$ cat src/common/snes_pkg.sv
package snes_pkg;

  // rom and ram address mask width, covers the full 24-bit cart bus
  localparam int MASK_W = 24;

  // work memory sweep, 128 KiB of byte addresses
  localparam int FILL_ADDR_W = 17;

  // 1 KiB unit, shifted left by a header size code
  localparam logic [MASK_W-1:0] SIZE_BASE = 24'd1024;

  // parser delay start count after download ends
  localparam logic [2:0] PARSER_DELAY = 3'd6;

  // battery ram is always cleared to erased flash value
  localparam logic [7:0] BSRAM_FILL = 8'hFF;

  // one pad read, 12 buttons plus 4 id bits
  localparam int PAD_BITS = 16;

  // size codes as read from the cart header
  typedef struct packed {
    logic [3:0] rom_size;
    logic [3:0] ram_size;
  } cart_header_t;

  // clear pattern select, same encoding for work and audio ram
  typedef enum logic [1:0] {
    fill_checker = 2'd0,
    fill_stripe  = 2'd1,
    fill_const55 = 2'd2,
    fill_constff = 2'd3
  } fill_pattern_e;

  typedef struct packed {
    fill_pattern_e wram_pattern;
    fill_pattern_e aram_pattern;
  } fill_cfg_t;

  // one write of the clear sweep to all three rams
  typedef struct packed {
    logic                   we;
    logic [FILL_ADDR_W-1:0] addr;
    logic [7:0]             wram_data;
    logic [7:0]             aram_data;
    logic [7:0]             bsram_data;
  } mem_fill_t;

  // buttons, high when pressed, listed in console serial order
  typedef struct packed {
    logic b;
    logic y;
    logic select;
    logic start;
    logic up;
    logic down;
    logic left;
    logic right;
    logic a;
    logic x;
    logic l;
    logic r;
  } pad_buttons_t;

endpackage

$ cat src/hdl/cart_loader.sv
`timescale 1ns/1ps

module cart_loader import snes_pkg::*; (
  input  logic              clk_sys,
  input  logic              reset,
  input  logic              cart_download,
  input  cart_header_t      cart_header,
  input  logic              clearing,
  output logic              clear_start,
  output logic              core_reset_n,
  output logic [MASK_W-1:0] rom_mask,
  output logic [MASK_W-1:0] ram_mask,
  output logic [3:0]        sram_size
);

  // previous download level for edge detect
  logic       download_q;
  logic       download_rise;
  logic       download_fall;
  // parser delay countdown, idle at zero
  logic [2:0] delay_cnt;
  // free running phase for reset release
  logic [1:0] phase;
  logic       hold;

  assign download_rise = cart_download & ~download_q;
  assign download_fall = ~cart_download & download_q;

  // core stays in reset for any of these
  assign hold = ~reset | cart_download | clearing | (delay_cnt != 3'd0);

  // edge detect and clear request
  always_ff @(posedge clk_sys) begin
    if (!reset) begin
      download_q  <= 1'b0;
      clear_start <= 1'b0;
    end else begin
      download_q  <= cart_download;
      // single pulse, one cycle after the rising edge
      clear_start <= download_rise;
    end
  end

  // parser delay, header settles while this runs
  always_ff @(posedge clk_sys) begin
    if (!reset) begin
      delay_cnt <= 3'd0;
    end else if (download_fall) begin
      delay_cnt <= PARSER_DELAY;
    end else if (delay_cnt != 3'd0) begin
      delay_cnt <= delay_cnt - 3'd1;
    end
  end

  // masks latched one cycle before the count expires
  always_ff @(posedge clk_sys) begin
    if (!reset) begin
      rom_mask  <= '0;
      ram_mask  <= '0;
      sram_size <= 4'd0;
    end else if (delay_cnt == 3'd1) begin
      rom_mask <= (SIZE_BASE << cart_header.rom_size) - MASK_W'(1);
      // no save ram at all for size code 0
      if (cart_header.ram_size != 4'd0) begin
        ram_mask <= (SIZE_BASE << cart_header.ram_size) - MASK_W'(1);
      end else begin
        ram_mask <= '0;
      end
      sram_size <= cart_header.ram_size;
    end
  end

  // reset release only on phase 2
  // so the core always starts on the same clock phase
  always_ff @(posedge clk_sys) begin
    if (!reset) begin
      phase        <= 2'd0;
      core_reset_n <= 1'b0;
    end else begin
      phase <= phase + 2'd1;
      if (phase == 2'd2) begin
        core_reset_n <= ~hold;
      end
    end
  end

endmodule

$ cat src/mem_clear/ram_clear.sv
`timescale 1ns/1ps

module ram_clear import snes_pkg::*; (
  input  logic      clk_sys,
  input  logic      reset,
  input  logic      clear_start,
  input  fill_cfg_t fill_cfg,
  output logic      clearing,
  output mem_fill_t mem_fill
);

  // sweep address, one byte of each ram per write
  logic [FILL_ADDR_W-1:0] addr;
  // write pace divider, stands in for the psram write rate
  logic [1:0]             div;
  logic                   fill_we;

  // fill byte for one pattern at one address
  function automatic logic [7:0] fill_byte(input fill_pattern_e pat,
                                           input logic [FILL_ADDR_W-1:0] a);
    logic [7:0] val;
    case (pat)
      // checkerboard on bits 8 and 2
      fill_checker: val = (a[8] ^ a[2]) ? 8'h66 : 8'h99;
      // stripes on bits 9 and 0
      fill_stripe:  val = (a[9] ^ a[0]) ? 8'hFF : 8'h00;
      fill_const55: val = 8'h55;
      default:      val = 8'hFF;
    endcase
    return val;
  endfunction

  // one write every fourth clock while clearing
  assign fill_we = clearing & (div == 2'd0);

  // divider keeps running between clears
  always_ff @(posedge clk_sys) begin
    if (!reset) begin
      div <= 2'd0;
    end else begin
      div <= div + 2'd1;
    end
  end

  // clearing flag and address stepping
  always_ff @(posedge clk_sys) begin
    if (!reset) begin
      clearing <= 1'b0;
      addr     <= '0;
    end else if (clear_start) begin
      // a new download restarts the sweep
      clearing <= 1'b1;
      addr     <= '0;
    end else if (fill_we) begin
      if (&addr) begin
        // last address written, sweep done
        clearing <= 1'b0;
        addr     <= '0;
      end else begin
        addr <= addr + FILL_ADDR_W'(1);
      end
    end
  end

  // write bus to the rams
  always_comb begin
    mem_fill.we         = fill_we;
    mem_fill.addr       = addr;
    mem_fill.wram_data  = fill_byte(fill_cfg.wram_pattern, addr);
    mem_fill.aram_data  = fill_byte(fill_cfg.aram_pattern, addr);
    // battery ram ignores the pattern setting
    mem_fill.bsram_data = BSRAM_FILL;
  end

endmodule

$ cat src/joypad/joypad_port.sv
`timescale 1ns/1ps

module joypad_port import snes_pkg::*; (
  input  logic         clk_sys,
  input  logic         reset,
  input  pad_buttons_t pad1,
  input  pad_buttons_t pad2,
  input  logic         pad_swap,
  input  logic         joy_strb,
  input  logic         joy_clk,
  output logic         joy_do
);

  // pad routed to this port
  pad_buttons_t          pad_sel;
  // buttons in wire order, active low, id bits on top
  logic [PAD_BITS-1:0]   pad_word;
  logic [PAD_BITS-1:0]   shift_q;
  // port clock sync and edge detect
  logic                  clk_q1;
  logic                  clk_q2;
  logic                  clk_rise;

  assign pad_sel = pad_swap ? pad2 : pad1;

  // b goes out first, so it sits at bit 0
  assign pad_word = {
    4'b1111,
    ~pad_sel.r,
    ~pad_sel.l,
    ~pad_sel.x,
    ~pad_sel.a,
    ~pad_sel.right,
    ~pad_sel.left,
    ~pad_sel.down,
    ~pad_sel.up,
    ~pad_sel.start,
    ~pad_sel.select,
    ~pad_sel.y,
    ~pad_sel.b
  };

  // registered compare, one extra cycle before the shift
  assign clk_rise = clk_q1 & ~clk_q2;

  always_ff @(posedge clk_sys) begin
    if (!reset) begin
      clk_q1 <= 1'b0;
      clk_q2 <= 1'b0;
    end else begin
      clk_q1 <= joy_clk;
      clk_q2 <= clk_q1;
    end
  end

  // latch while strobe is high, shift on port clock otherwise
  always_ff @(posedge clk_sys) begin
    if (!reset) begin
      // idle line reads high
      shift_q <= '1;
    end else if (joy_strb) begin
      shift_q <= pad_word;
    end else if (clk_rise) begin
      // zeros shift in, line reads low once all bits are out
      shift_q <= {1'b0, shift_q[PAD_BITS-1:1]};
    end
  end

  // low means pressed
  assign joy_do = shift_q[0];

endmodule

$ cat src/hdl/snes_io_top.sv
`timescale 1ns/1ps

module snes_io_top import snes_pkg::*; (
  input  logic              clk_sys,
  input  logic              reset,
  // cart download
  input  logic              cart_download,
  input  cart_header_t      cart_header,
  input  fill_cfg_t         fill_cfg,
  // controller
  input  pad_buttons_t      pad1,
  input  pad_buttons_t      pad2,
  input  logic              pad_swap,
  input  logic              joy_strb,
  input  logic              joy_clk,
  // core control
  output logic              core_reset_n,
  output logic [MASK_W-1:0] rom_mask,
  output logic [MASK_W-1:0] ram_mask,
  output logic [3:0]        sram_size,
  // ram clear
  output logic              clearing,
  output mem_fill_t         mem_fill,
  output logic              joy_do
);

  // loader to clear, start of a new sweep
  logic clear_start;

  // download edges, parser delay, masks and reset release
  cart_loader u_cart_loader (
    .clk_sys       (clk_sys),
    .reset         (reset),
    .cart_download (cart_download),
    .cart_header   (cart_header),
    .clearing      (clearing),
    .clear_start   (clear_start),
    .core_reset_n  (core_reset_n),
    .rom_mask      (rom_mask),
    .ram_mask      (ram_mask),
    .sram_size     (sram_size)
  );

  // work, audio and battery ram sweep
  ram_clear u_ram_clear (
    .clk_sys     (clk_sys),
    .reset       (reset),
    .clear_start (clear_start),
    .fill_cfg    (fill_cfg),
    .clearing    (clearing),
    .mem_fill    (mem_fill)
  );

  // port 1 serial pad
  joypad_port u_joypad_port (
    .clk_sys  (clk_sys),
    .reset    (reset),
    .pad1     (pad1),
    .pad2     (pad2),
    .pad_swap (pad_swap),
    .joy_strb (joy_strb),
    .joy_clk  (joy_clk),
    .joy_do   (joy_do)
  );

endmodule

$ cat config.mk
export PLATFORM = sky130hd
export DESIGN_NAME = snes_io_top
export DESIGN_NICKNAME = d
export VERILOG_FILES = /design/src/common/snes_pkg.sv /design/src/hdl/cart_loader.sv /design/src/mem_clear/ram_clear.sv /design/src/joypad/joypad_port.sv /design/src/hdl/snes_io_top.sv
export SDC_FILE = /design/constraint.sdc
export NUM_CORES = 1
export LEC_CHECK = 0
export BUFFER_PORTS_ARGS = -buffer_cell sky130_fd_sc_hd__buf_4
export CAP_MARGIN = 20
export CORE_AREA = 3 3 93 95
export CTS_BUF_LIST = sky130_fd_sc_hd__clkbuf_8
export CTS_CLUSTER_SIZE = 28
export DETAILED_ROUTE_END_ITERATION = 8
export DIE_AREA = 0 0 96 98
export PLACE_DENSITY = 0.92
export SLEW_MARGIN = 10
export SYNTH_ARGS = -nofsm -noshare
export SYNTH_HDL_FRONTEND = slang
export SYNTH_HIERARCHICAL = 1
export SYNTH_SLANG_ARGS = --single-unit
$ cat constraint.sdc
create_clock -name clk_sys -period 2.4 [get_ports clk_sys]
set_input_delay 0.12 -clock clk_sys [delete_from_list [all_inputs] [get_ports clk_sys]]
set_output_delay 0.12 -clock clk_sys [all_outputs]
set_load 0.005 [all_outputs]
==> impl_results.md <==
- Root buffer cell: clkbuf_8
- Pin count of the biggest net entering global routing: 42
- Grt ovf: 0
- Hold Fails Final Rpt: 0
- Commonest non-fill, non-tap cell in the layout: buf_4
- Slew @ Worst Pin: 546.9 ps
- Top-area cell type share of the netlist area: 0.3954
- Port Buffers: 130
- Area of the multi-input gates: 1952 um2
- Vias in the first global route: 3,444
- Slew headroom: 0.6343
- I/O pins: 139
- Die Y-Extent: a little under 100 um
- Final setup fails: 0
- Post-DP HPWL: between 6000 and 7000 um
- Worst-Skew Late Latency: around 340 ps
- Leak Pwr: 2.144 nW
- Setup TNS: 0 ps
- Starting Density: 0.5187
- Storage cell area: 1602 um2
- Clk slew on worst S/H paths: around 70 ps
- Status: finished clean
- Antenna Nets Post-Route: 0
- Req. time, crit path: between 2000 and 3000 ps
- Clk_skew: 11.73 ps
- H-tree depth: 3
- FF-to-FF path depth: 6
- First-pass DRT Iterations: 4
- Worst Path Arrival: between 2000 and 2500 ps
- # fillers: 681
- Post-synth top flop: dfxtp_1
- Post-layout power: ~3.8 mW
- Total wire length: about 9300 um
- Yosys reg bits: 80
- Die area: 9408 um2
- Core area: 7807 um2
- Site Rows: 32
- Crit Path Category: reg -> reg
- Async S/R FF share, synth: 0
- RSZ-0062 raised after global routing: false
- WL/cell: about 14 um
- Total global-route track usage: 0.1966
- N_diodes: 0
- First-pass GRT wire length: 15,110 um
- Hold crit path type: in -> reg
- Clock share of power: 0.302
- Warnings, synthesis: 6
- # clock sinks: 80
- Final critical-path share of the clock period: 0.8823
- Initial antenna violation count: 0
- Mapped Cells: approximately 480
- Fin crit period: 2117 ps
- Die width: 96 um
- Yosys cell types: 51
- Number of synthesized flops with an enable pin: 0
- Sequential-to-total area share from yosys stat: 0.3954
- Gpl congestion: 0.9037
- CTS tree: done
- Sequential group share of total power: 0.428
- Post-Layout Cell Count: roughly 670
- Placed inst area: approximately 4700 um2
- Vias: between 3,000 and 4,000
- Cell Area, Synth: between 4000 and 5000 um2
- Sw frac: 0.2830
- Number of remaining DRC errors: 0
- Layout cell share with drive strength beyond 1: 0.2827
- TritonCTS buffer count: 9
- Synth top area cells: dfxtp_1 40%, buf_4 7.0%, mux2i_1 6.2%
- Most frequent cells in the layout: 135 x buf_4, 80 x dfxtp_1, 64 x nand2_1
- WHS Path Cells: 2
- Final net count: 613
- Post-synth top area cell: dfxtp_1
- Drt initial violations: 126
- Switch Pwr: 1.067 mW
- Crit start category: flop
- Crit end category: flop
- Placed insts: 652
- Avg Cell Area, Syn: 8.509 um2
- Routed vias/inst: 5.323
- Syn-to-layout area delta: 22.86%
- Share of total power in combinational logic: 0.270
- CP Max Fanout: 14
- Power Dens Cells: 757.9 nW/um2
- Internal Power: 2.704 mW
- CTS Buffer Depth: 2
- Cell area after layout: 4976 um2
- Worst Hold Slack: 28.64 ps
- Worst IR drop on VDD: ~500 uV
- F_max: 472.3 MHz
- Max-cap violations: 0
- Slew Limit Fails: 0
flip-flops by register name, summed over array words and instances, names as in the netlist, 2 cells and up:
name,flops
u_cart_loader/delay_cnt,3
u_joypad_port/shift_q,16
u_ram_clear/addr,17
u_cart_loader/phase,2
u_cart_loader/rom_mask,15
u_ram_clear/div,2
u_cart_loader/sram_size,4
u_cart_loader/ram_mask,15
final cells by class:
type                       count  share of cell area
clock inverter                 6             0.02213
multi-input combinational    325              0.3923
clock buffer                   9             0.02489
timing repair buffer         136              0.2057
inverter                      10            0.007543
sequential                    80              0.3219
tap                          102             0.02565
synth_stat cells (3+ instances only):
master,instances
a211oi_1,5
a21oi_1,35
a31oi_1,3
and2_1,4
buf_2,11
buf_4,38
buf_6,5
clkbuf_1,9
dfxtp_1,80
ha_1,9
inv_1,9
mux2i_1,25
nand2_1,64
nand2b_1,8
nand3_1,12
nand3b_1,4
nand4_1,9
nor2_1,39
nor2b_1,4
nor3_1,9
nor4_1,4
o211ai_1,13
o21ai_0,21
o31ai_1,7
or3_1,6
xnor2_1,9
xor2_1,6
routing by layer:
| metal | vias to the layer above | track usage | part of all wire |
|---|---|---|---|
| met3 | 13 | 0.07473 | 0.090 |
| met4 | 0 | 0.07112 | 0.014 |
| met5 | - | 0 | 0 |
| li1 | 1767 | - | - |
| met1 | 1643 | 0.2156 | 0.38 |
| met2 | 133 | 0.3394 | 0.52 |
kinds of logic (layout without fill, tap and decap cells):
logic type / count (synthesis) / in the layout / share of synthesized area
simple gates: 176 / 176 / 0.2119
compound gates: 92 / 92 / 0.1403
flops: 80 / 80 / 0.3954
buf+inv: 78 / 161 / 0.1294
mux: 25 / 25 / 0.06179
xor+xnor: 15 / 15 / 0.03244
fa+ha+maj: 9 / 9 / 0.02780
other cells: 1 / 8 / 0.0009259
stage by stage:
stage | utilization | worst slack [ps]
floorplan | - | 348.9
global placement | 0.6059 | 340.6
detailed placement | 0.6059 | 170.3
CTS | 0.6372 | 151.6
global route | 0.6373 | 109.0
finish | 0.6373 | 282.6
final timing paths:
check	startpoint	endpoint	slack [ps]
worst max-delay path	u_ram_clear/addr[3]	u_ram_clear/addr[7]	280
worst min-delay path	cart_download	u_cart_loader/download_q	30
worst max register to register	u_ram_clear/addr[3]	u_ram_clear/addr[7]	280
worst min register to register	u_cart_loader/phase[0]	u_cart_loader/phase[0]	420
worst max-delay path, stage by stage (launching register included):
cell	delay, ps
dfxtp_1	440
nand2_2	130
or3_1	520
nor3_1	330
ha_1	210
a21o_2	280
nor2_1	90
power by group through the flow:
| stage | sequential [mW] | clock [mW] | combinational (mW) |
|---|---|---|---|
| final | 1.62 | 1.14 | 1.02 |
| after global routing | 1.64 | 1.22 | 1.13 |
| after CTS | 1.62 | 1.17 | 1.02 |
| after detailed placement | 1.64 | 0 | 1.02 |
| after global placement | 1.64 | 0 | 0.989 |
| after floorplan | 1.64 | 0 | 0.679 |
timing repair:
action	4_1_cts	5_1_grt
resized for setup	0	1
hold buffers	1	0
endpoints found under the hold margin	1	0
setup endpoints to repair	0	13
setup buffers	0	0
No activity file was read; power rests on OpenSTA's default activity.
